### src/rtl/oledPkg.sv
`default_nettype none

package oledPkg;

	localparam int PAGE_COUNT = 4;
	localparam int PAGE_BYTES = 128;
	localparam int INIT_LEN = 23;

	// control bytes ahead of every payload byte
	localparam logic [7:0] CTRL_CMD = 8'h00;
	localparam logic [7:0] CTRL_DATA = 8'h40;

	localparam logic [7:0] PAGE_BASE = 8'hB0; // page p -> B0 + p
	localparam logic [7:0] COL_LOW_CMD = 8'h00;
	localparam logic [7:0] COL_HIGH_CMD = 8'h10;

	// byte j of a page sits at bits 8j+7:8j
	typedef logic [PAGE_BYTES-1:0][7:0] pageImage_t;
	typedef pageImage_t [PAGE_COUNT-1:0] frameImage_t;

	typedef struct packed {
		logic [1:0] page;
		logic [6:0] column;
	} pixelSel_t;

	typedef struct packed {
		logic [7:0] ctrlByte;
		logic [7:0] dataByte;
	} writeReq_t;

	// panel bring-up list, sent in order with CTRL_CMD
	function automatic logic [7:0] initCommand(input logic [4:0] index);
		logic [7:0] cmd;
		case (index)
			5'd0: cmd = 8'hAE; // display off
			5'd1: cmd = 8'h40; // start line 0
			5'd2: cmd = 8'hB0;
			5'd3: cmd = 8'hC8; // com scan remapped
			5'd4: cmd = 8'h81; // contrast
			5'd5: cmd = 8'hFF;
			5'd6: cmd = 8'hA1; // segment remap
			5'd7: cmd = 8'hA6; // normal, not inverted
			5'd8: cmd = 8'hA8; // multiplex ratio
			5'd9: cmd = 8'h1F; // 32 rows
			5'd10: cmd = 8'hD3; // display offset
			5'd11: cmd = 8'h00;
			5'd12: cmd = 8'hD5; // osc divide
			5'd13: cmd = 8'hF0;
			5'd14: cmd = 8'hD9; // precharge
			5'd15: cmd = 8'h22;
			5'd16: cmd = 8'hDA; // com pins
			5'd17: cmd = 8'h02;
			5'd18: cmd = 8'hDB; // vcomh
			5'd19: cmd = 8'h49;
			5'd20: cmd = 8'h8D; // charge pump
			5'd21: cmd = 8'h14;
			5'd22: cmd = 8'hAF; // display on
			default: cmd = 8'hE3; // nop
		endcase
		return cmd;
	endfunction

endpackage

`default_nettype wire

### src/rtl/busWriter.sv
`timescale 1ns/100ps
`default_nettype none

module busWriter
	import oledPkg::*;
(
	input wire logic CLOCK,
	input wire logic RST_n,
	input wire logic issue,
	input wire writeReq_t nextReq,
	input wire logic busDone,
	output logic call,
	output writeReq_t req,
	output logic complete
);

	// busDone counts only against a write that is actually out
	assign complete = call && busDone;

	// req only loads on issue, so it holds for the whole call
	always_ff @(posedge CLOCK or negedge RST_n) begin
		if (!RST_n) begin
			call <= 1'b0;
			req <= '0;
		end else if (issue) begin
			req <= nextReq;
			call <= 1'b1;
		end else if (complete) begin
			call <= 1'b0; // low for at least one cycle before next issue
		end
	end

endmodule

`default_nettype wire

### config.mk
export PLATFORM = sky130hd
export DESIGN_NAME = busWriter
export DESIGN_NICKNAME = d
export VERILOG_FILES = /design/src/rtl/oledPkg.sv /design/src/rtl/busWriter.sv
export SDC_FILE = /design/constraint.sdc
export NUM_CORES = 1
export LEC_CHECK = 0
export BUFFER_PORTS_ARGS = -buffer_cell sky130_fd_sc_hd__clkbuf_2
export CAP_MARGIN = 30
export CORE_UTILIZATION = 42
export DETAILED_ROUTE_END_ITERATION = 10
export PLACE_DENSITY = 0.76
export SYNTH_ARGS = -nofsm -noshare
export SYNTH_HDL_FRONTEND = slang
export SYNTH_SLANG_ARGS = --single-unit
### constraint.sdc
create_clock -name CLOCK -period 0.9 [get_ports CLOCK]
set_input_delay 0.045 -clock CLOCK [delete_from_list [all_inputs] [get_ports CLOCK]]
set_output_delay 0.045 -clock CLOCK [all_outputs]
set_load 0.01 [all_outputs]
==> results.cfg <==
[cts]
clock_latency_ps = 280
cts_tree = yes
root_buffer = clkbuf_4
cts_buffers = 3
cts_sinks = 17
htreeDepth = 1
clock_path_buffers = 2
path_clk_slew_ps = 100

[hold_path]
hold_path_class = in2reg

[route]
drtIter0Drc = 3
ant_nets = 0
dr.pass1.iters = 2
route.detailed.drc = 0
wl_per_cell_um = 14.65
viasPerCell = 4.631
drt_wl_total_um = 1626
vias = 514

[global_route]
track_usage = 0.1900
grt_remaining_overflow = 0
grt.busiest_layer = met2
grt_pass1_vias = 515
antenna_found_initial = 0
grtUsageMet3 = 0.06897
use_met2 = 0.2862
grt_max_degree = 18
grt_pass1_wl_um = 2442
met1_usage = 0.2295

[logic_synthesis]
synth_warnings = 0
ys.flop_type = dfrtp_1
netlist_top_cells_count = dfrtp_1, mux2_4, mux2_2
synth_fp_nets = 58
synth_area_leaders = dfrtp_1, mux2_4, mux2_2
yosysUniqueCellTypes = 8
synthesis.area_um2 = 689.4
synth_edf_count = 0
syn_area_per_cell_um2 = 18.14
yosys.area.top_type_share = 0.6171
synth_most_common_cell = dfrtp_1
synth_top_cell_by_area = dfrtp_1
synth_cells = 38
yosysSeqAreaShare = 0.6171
synthArstFlopShare = 1.000
synth-seq-cells = 17

[finish]
seq_area_um2 = 425.4
diodes = 0
layout.nets = 116
area_growth_pct = 56.99
multiInputGateArea_um2 = 229.0
drive_above_1_share = 0.6421
fill_cells = 99

[floorplanning]
die_x_um = 42.52
dieArea_um2 = 1808
die_y_um = 42.52
ios = 38
start_util = 0.4524
num_rows = 14
core_um2 = 1524

[sta]
finalHoldViolCount = 0
rsz0062_at_grt = yes
slew_viol_final = 0
slew_headroom = 0.7122
fin_skew_ps = 0
setup_viol = 3
timing.final.crit_period_ps = 952.7
tns_ps = -130.7
layout_setup_ws_ps = -52.71
worst_pin_slew_ps = 431.7
layout_worst_path_cycle_share = 1.059
fmax_mhz = 1050

[power_and_ir_drop]
irDropWorstVdd_mv = 1.183
total_power_uw = 1657
p_per_area_nw_per_um2 = 1531
p_leak_uw = 0.0005667

[place]
gp_congestion = 0.7642
numPortBuffers = 37

[outcome]
status = finished with violations
violations = negative setup slack

[setup_path]
cp.arrival_ps = 910
critPathKind = reg2out
critical_path_peak_fanout = 2
crit_path_end_kind = output pin
required_ps = 850
rrSetupSlack_ps = -30
cp-start-kind = flip-flop

[run]
drv_cap = 0
## where the power goes
group | leakage [uW] | switching, uW | internal (uW) | total, uW
clock network | 0.0000177 | 228 | 165 | 393
registers | 0.000198 | 41.3 | 838 | 880
logic | 0.000351 | 152 | 232 | 384
total | 0.000567 | 422 | 1240 | 1660
## state kept, by name, indices dropped and copies added, names as in the netlist
name	flops
call	1
req	16
## cell families after synthesis
| family | count (synthesis) | share of synthesized area |
|---|---|---|
| compound gates | 1 | 0.01271 |
| mux | 16 | 0.3104 |
| buf+inv | 3 | 0.05081 |
| flops | 17 | 0.6171 |
| simple gates | 1 | 0.009080 |
## timing repair
item | CTS | global route
hold buffers | 14 | 1
endpoints found under the hold margin | 30 | 1
pin swaps | 1 | 0
setup buffers | 2 | 0
endpoints found under the setup margin | 1 | 8
resized for setup | 0 | 2
## metal layers
layer,wire (um),vias to the layer above,part of all wire
met5,0,-,0
met2,856,22,0.53
met1,649,244,0.40
li1,-,244,-
met4,42,0,0.026
met3,77,4,0.047
## critical path, stage by stage, from the launching register on
cell and delay, ps:
dfrtp_1 380, and2_1 130, clkbuf_2 120
## area by class of cell
class                           count  area share
Clock buffer                        3     0.02081
Clock inverter                      1    0.004624
Inverter                            1    0.003468
Multi-Input combinational cell     18      0.2116
Sequential cell                    17      0.3931
Tap cell                           16     0.01850
Timing Repair Buffer               55      0.3480
## layout by cell type, fill, tap and decap left out, drive strengths merged
master / Yosys / final
clkbuf: 0 / 39
mux2: 16 / 16
and2: 1 / 1
a21o: 1 / 1
inv: 1 / 1
buf: 2 / 4
clkinv: 0 / 1
dfrtp: 17 / 17
dlygate4sd3: 0 / 15
## stage by stage
stage / util / setup WS [ps] / hold WS [ps] / cell area [um^2] / instances
detailed placement: 0.5796 / 65.07 / -5.810 / 883.3 / 90
global route: 0.7102 / -102.2 / 0.3415 / 1082 / 111
finish: 0.7102 / -52.71 / 8.905 / 1082 / 111
floorplan: - / 120.7 / -250.6 / 689.4 / 38
CTS: 0.6995 / -58.68 / 4.458 / 1066 / 110
global placement: 0.5796 / 86.27 / -5.948 / 883.3 / 90
## final timing paths
kind	cells after the start	startpoint	endpoint
max	2	call	complete
max reg2reg	3	call	call
min reg2reg	1	req[2]	req[2]
min in group asynchronous	2	RST_n	req[8]
min	2	nextReq[2]	req[2]
max in group asynchronous	2	RST_n	req[10]
No activity file was read; power rests on OpenSTA's default activity.
