--- src/rtl/oledPkg.sv ---
`default_nettype none

package oledPkg;

	localparam int PAGE_COUNT = 4;
	localparam int PAGE_BYTES = 128;
	localparam int INIT_LEN = 23;

	// control bytes ahead of every payload byte
	localparam logic [7:0] CTRL_CMD = 8'h00;
	localparam logic [7:0] CTRL_DATA = 8'h40;

	localparam logic [7:0] PAGE_BASE = 8'hB0; // page p -> B0 + p
	localparam logic [7:0] COL_LOW_CMD = 8'h00;
	localparam logic [7:0] COL_HIGH_CMD = 8'h10;

	// byte j of a page sits at bits 8j+7:8j
	typedef logic [PAGE_BYTES-1:0][7:0] pageImage_t;
	typedef pageImage_t [PAGE_COUNT-1:0] frameImage_t;

	typedef struct packed {
		logic [1:0] page;
		logic [6:0] column;
	} pixelSel_t;

	typedef struct packed {
		logic [7:0] ctrlByte;
		logic [7:0] dataByte;
	} writeReq_t;

	// panel bring-up list, sent in order with CTRL_CMD
	function automatic logic [7:0] initCommand(input logic [4:0] index);
		logic [7:0] cmd;
		case (index)
			5'd0: cmd = 8'hAE; // display off
			5'd1: cmd = 8'h40; // start line 0
			5'd2: cmd = 8'hB0;
			5'd3: cmd = 8'hC8; // com scan remapped
			5'd4: cmd = 8'h81; // contrast
			5'd5: cmd = 8'hFF;
			5'd6: cmd = 8'hA1; // segment remap
			5'd7: cmd = 8'hA6; // normal, not inverted
			5'd8: cmd = 8'hA8; // multiplex ratio
			5'd9: cmd = 8'h1F; // 32 rows
			5'd10: cmd = 8'hD3; // display offset
			5'd11: cmd = 8'h00;
			5'd12: cmd = 8'hD5; // osc divide
			5'd13: cmd = 8'hF0;
			5'd14: cmd = 8'hD9; // precharge
			5'd15: cmd = 8'h22;
			5'd16: cmd = 8'hDA; // com pins
			5'd17: cmd = 8'h02;
			5'd18: cmd = 8'hDB; // vcomh
			5'd19: cmd = 8'h49;
			5'd20: cmd = 8'h8D; // charge pump
			5'd21: cmd = 8'h14;
			5'd22: cmd = 8'hAF; // display on
			default: cmd = 8'hE3; // nop
		endcase
		return cmd;
	endfunction

endpackage

`default_nettype wire

--- src/rtl/refreshSequencer.sv ---
`timescale 1ns/100ps
`default_nettype none

module refreshSequencer
	import oledPkg::*;
#(
	parameter int POWER_UP_CYCLES = 125
) (
	input wire logic CLOCK,
	input wire logic RST_n,
	input wire logic run,
	input wire logic complete,
	input wire logic [7:0] pixelByte,
	output logic issue,
	output writeReq_t nextReq,
	output logic capture,
	output pixelSel_t pixelSel,
	output logic done
);

	localparam int WAIT_W = $clog2(POWER_UP_CYCLES + 1);
	localparam logic [WAIT_W-1:0] LAST_WAIT = WAIT_W'(POWER_UP_CYCLES - 1);
	localparam logic [4:0] LAST_INIT = 5'(INIT_LEN - 1);
	localparam logic [6:0] LAST_COLUMN = 7'(PAGE_BYTES - 1);
	localparam logic [1:0] LAST_PAGE = 2'(PAGE_COUNT - 1);

	// state names the write that goes out next
	localparam logic [2:0] ST_WAIT = 3'd0;
	localparam logic [2:0] ST_INIT = 3'd1;
	localparam logic [2:0] ST_PAGE = 3'd2;
	localparam logic [2:0] ST_COL_LOW = 3'd3;
	localparam logic [2:0] ST_COL_HIGH = 3'd4;
	localparam logic [2:0] ST_PIXEL = 3'd5;

	logic [2:0] state;
	logic [WAIT_W-1:0] waitCnt;
	logic [4:0] initIdx;
	logic [1:0] pageIdx;
	logic [6:0] columnIdx;
	logic pending; // next write ready, not yet handed over
	logic lastInit;
	logic lastPixel;

	assign lastInit = (state == ST_INIT) && (initIdx == LAST_INIT);
	assign lastPixel = (state == ST_PIXEL) && (columnIdx == LAST_COLUMN);

	assign issue = pending && run;

	// new snapshot lands on the edge before the page-0 address command
	assign capture = complete && (lastInit || (lastPixel && pageIdx == LAST_PAGE));

	assign pixelSel = '{page: pageIdx, column: columnIdx};

	always_comb begin
		nextReq = '0;
		case (state)
			ST_INIT: begin
				nextReq.ctrlByte = CTRL_CMD;
				nextReq.dataByte = initCommand(initIdx);
			end
			ST_PAGE: begin
				nextReq.ctrlByte = CTRL_CMD;
				nextReq.dataByte = PAGE_BASE + {6'd0, pageIdx};
			end
			ST_COL_LOW: begin
				nextReq.ctrlByte = CTRL_CMD;
				nextReq.dataByte = COL_LOW_CMD;
			end
			ST_COL_HIGH: begin
				nextReq.ctrlByte = CTRL_CMD;
				nextReq.dataByte = COL_HIGH_CMD;
			end
			ST_PIXEL: begin
				nextReq.ctrlByte = CTRL_DATA;
				nextReq.dataByte = pixelByte; // byte of the current column
			end
			default: nextReq = '0;
		endcase
	end

	always_ff @(posedge CLOCK or negedge RST_n) begin
		if (!RST_n) begin
			state <= ST_WAIT;
			waitCnt <= '0;
			initIdx <= '0;
			pageIdx <= '0;
			columnIdx <= '0;
			pending <= 1'b0;
			done <= 1'b0;
		end else begin
			done <= 1'b0;
			if (issue) begin
				pending <= 1'b0;
			end
			if (state == ST_WAIT) begin
				if (run) begin // power-up wait only counts while running
					if (waitCnt == LAST_WAIT) begin
						state <= ST_INIT;
						pending <= 1'b1;
					end else begin
						waitCnt <= waitCnt + 1'b1;
					end
				end
			end else if (complete) begin
				pending <= 1'b1;
				case (state)
					ST_INIT: begin
						if (lastInit) begin
							state <= ST_PAGE;
							pageIdx <= '0;
							done <= 1'b1;
						end else begin
							initIdx <= initIdx + 1'b1;
						end
					end
					ST_PAGE: state <= ST_COL_LOW;
					ST_COL_LOW: state <= ST_COL_HIGH;
					ST_COL_HIGH: begin
						state <= ST_PIXEL;
						columnIdx <= '0;
					end
					ST_PIXEL: begin
						if (lastPixel) begin
							state <= ST_PAGE;
							done <= 1'b1; // end of page
							if (pageIdx == LAST_PAGE) begin
								pageIdx <= '0;
							end else begin
								pageIdx <= pageIdx + 1'b1;
							end
						end else begin
							columnIdx <= columnIdx + 1'b1;
						end
					end
					default: state <= ST_WAIT;
				endcase
			end
		end
	end

endmodule

`default_nettype wire

--- config.mk ---
export PLATFORM = sky130hd
export DESIGN_NAME = refreshSequencer
export DESIGN_NICKNAME = d
export VERILOG_FILES = /design/src/rtl/oledPkg.sv /design/src/rtl/refreshSequencer.sv
export SDC_FILE = /design/constraint.sdc
export NUM_CORES = 1
export LEC_CHECK = 0
export BUFFER_PORTS_ARGS = -buffer_cell sky130_fd_sc_hd__buf_2
export CORE_ASPECT_RATIO = 1.1
export CORE_MARGIN = 2
export CORE_UTILIZATION = 39
export CTS_BUF_LIST = sky130_fd_sc_hd__clkbuf_4
export CTS_CLUSTER_SIZE = 8
export DETAILED_ROUTE_END_ITERATION = 8
export SLEW_MARGIN = 20
export SYNTH_ARGS = -nofsm -noshare
export SYNTH_HDL_FRONTEND = slang
export SYNTH_SLANG_ARGS = --single-unit
--- constraint.sdc ---
create_clock -name CLOCK -period 3.08 [get_ports CLOCK]
set_input_delay 0.616 -clock CLOCK [delete_from_list [all_inputs] [get_ports CLOCK]]
set_output_delay 0.616 -clock CLOCK [all_outputs]
set_load 0.01 [all_outputs]
==> impl_metrics.env <==
export IMPL_status="finished clean"
export IMPL_drc=0
export IMPL_grt_pass1_vias=1614
export IMPL_path_cells="inv_1 > ha_1 > nor2b_1 > o21ai_0 > a311oi_1 > a221o_1 > buf_2"
export IMPL_maxCapViolCount=0
export IMPL_synthAdderAreaFrac_pct=6.22
export IMPL_synth_commonest_cells="dfrtp_1, o21ai_0, nand2_1"
export IMPL_die_area_sq_um=5750
export IMPL_synth_xor_area_share_pct=4.79
export IMPL_antenna_found_initial=0
export IMPL_pin_count=40
export IMPL_gp_congestion=0.899
export IMPL_fin_util_pct=44.1
export IMPL_p_per_area_nw_per_um2=878
export IMPL_numCtsBuffers=3
export IMPL_synth_seq_area_share_pct=32.4
export IMPL_cts_tree="yes"
export IMPL_leakagePower_uw=0.000978
export IMPL_cp_start_kind="flip-flop"
export IMPL_seq_area_sq_um=653
export IMPL_via_per_inst=5.44
export IMPL_synth_edff_count=0
export IMPL_vias=1719
export IMPL_post_cts_buffers=0
export IMPL_synth_top_family_by_area="simple AND/OR/NAND/NOR gates"
export IMPL_reg2reg_to="initIdx[3]"
export IMPL_finalSetupViolations=0
export IMPL_synthCells=234
export IMPL_cts_repair_resized=0
export IMPL_cts_path_max_buffers=2
export IMPL_synth_flop_cell="dfrtp_1"
export IMPL_ant_nets=0
export IMPL_synth_top_area_share_pct=32.4
export IMPL_synth_simple_area_share_pct=24.0
export IMPL_core_sq_um=5000
export IMPL_hpwl_microns=3340
export IMPL_grt_pass1_wl_microns=7630
export IMPL_critPathRequiredTime_ps=2460
export IMPL_die_y_microns=79.3
export IMPL_drtIter0Drc=51
export IMPL_hold_viol=0
export IMPL_die_x_microns=72.5
export IMPL_port_buffers=32
export IMPL_path_depth=7
export IMPL_netlist_top_cell_by_area="dfrtp_1"
export IMPL_routed_wl_microns=4500
export IMPL_htreeDepth=1
export IMPL_relSlewSlack_pct=56.8
export IMPL_crit_start="initIdx[0]"
export IMPL_fillers=504
export IMPL_fmax_ghz=0.357
export IMPL_yosysMostFrequentCell="dfrtp_1"
export IMPL_grt_overflow_total=0
export IMPL_synth_seq_cells=26
export IMPL_synth_compound_area_share_pct=22.3
export IMPL_wl_per_cell_microns=14.2
export IMPL_synth_area_sq_um=2010
export IMPL_clk_pin_slew_ps=140
export IMPL_synth_area_mux_share_pct=1.56
export IMPL_yosys_warnings=0
export IMPL_endpoint_kind="primary output"
export IMPL_maxSlewViolCount=0
export IMPL_first_pass_iters=4
export IMPL_clk_latency_ps=310
export IMPL_grt_max_degree=27
export IMPL_ys_types=55
export IMPL_reg2reg_depth=6
export IMPL_crit_family="compound AO/OA/AOI/OAI gates"
export IMPL_cts_hold_buffers_added=0
export IMPL_multiInputGateArea_sq_um=1210
export IMPL_cts_sinks=26
export IMPL_rows=27
export IMPL_initial_core_util_pct=40.2
export IMPL_finClkSkew_ps=9.16
export IMPL_period_minus_slack_ps=2800
export IMPL_timing_rr_start="initIdx[0]"
export IMPL_worstPathArrival_ps=2180
export IMPL_netlist_top_cells_area="dfrtp_1, ha_1, o21ai_0"
export IMPL_timing_final_crit_share_pct=90.9
export IMPL_grt_use_total_pct=16.5
export IMPL_hold_path_class="input port to async pin"
export IMPL_path_buf_inv=2
export IMPL_n_antenna_cell=0
export IMPL_ff2ff_setup_slack_ps=1020
export IMPL_root_buffer="clkbuf_4"
export IMPL_critPathMaxFanout=12
export IMPL_slowest_delay_ps=510
export IMPL_async_flop_share_pct=100
export IMPL_drive_gt1_share_pct=19.8
export IMPL_finalSetupTns_ps=0
export IMPL_critPathKind="flip-flop to primary output"
export IMPL_synth_area_per_cell_sq_um=8.59
export IMPL_rsz0062_at_grt="false"
export IMPL_holdWs_ps=280
export IMPL_area_growth_pct=9.71
export IMPL_slowest_stage="dfrtp_2"
export IMPL_worstMarginPinSlew_ps=647
export IMPL_vdd_drop_max_v=0.000586
export IMPL_fin_nets=281
[layout by cell type (no fill, tap or decap), types with 6 or more instances in the layout]
cell / instances
nand3_1: 7
conb_1: 7
a21oi_1: 9
nand2b_1: 8
o211ai_1: 6
buf_2: 32
inv_1: 12
o21ai_0: 21
ha_1: 10
nor2_1: 7
xnor2_1: 11
nand2_1: 18
nand4_1: 9
nor2b_1: 11
dfrtp_1: 24
[where the power goes]
group          internal [uW]  switching [uW]  total, uW
clock                   47.4            95.1        142
sequential               435             214        649
combinational            534             610       1140
total                   1020             919       1940
[stage by stage]
step           total power (uW)  cell area [sq um]  worst slack [ps]  std cells
2_1_floorplan              1440               2030               692        240
4_1_cts                    1940               2200               128        316
5_1_grt                    2120               2210              82.5        316
6_report                   1940               2210               280        316
3_5_place_dp               1790               2180               522        312
3_3_place_gp               1790               2180               556        312
[cell families after synthesis]
group,after synthesis
fa+ha+maj,10
other cells,1
flops,26
xor+xnor,11
mux,3
buf+inv,35
compound gates,65
simple gates,83
[worst reg2reg max path, cell delays in order, from the launching register on]
cell and delay, ps:
dfrtp_2 510, inv_1 150, ha_1 290, and4b_1 290, and3b_1 390, nand4_1 160
xnor2_1 150
[worst max-delay path by stage]
stage                 endpoint  slack, ps
floorplan           nextReq[1]        690
global placement    nextReq[1]        560
detailed placement  nextReq[1]        520
CTS                 nextReq[3]        130
global route        nextReq[1]         80
finish              nextReq[1]        280
[sequential cells by signal, indices dropped and copies added, names as in the netlist, named ones only]
register	count
columnIdx	7
initIdx	5
state	3
waitCnt	7
done	1
pageIdx	2
[routing by layer]
layer	vias up	track usage (%)	share of wire, %
li1	879	-	-
met1	807	22.8	49
met2	31	27.2	47
met3	2	2.03	3.0
met4	0	4.44	0.76
met5	-	0	0
[area by class of cell]
type	instances	share of cell area [%]
multi-input combinational	179	54.9
inverter	12	2.04
tap	58	3.29
sequential	26	29.6
timing repair buffer	37	8.96
clock inverter	1	0.170
clock buffer	3	1.02
No activity file was read; power rests on OpenSTA's default activity.
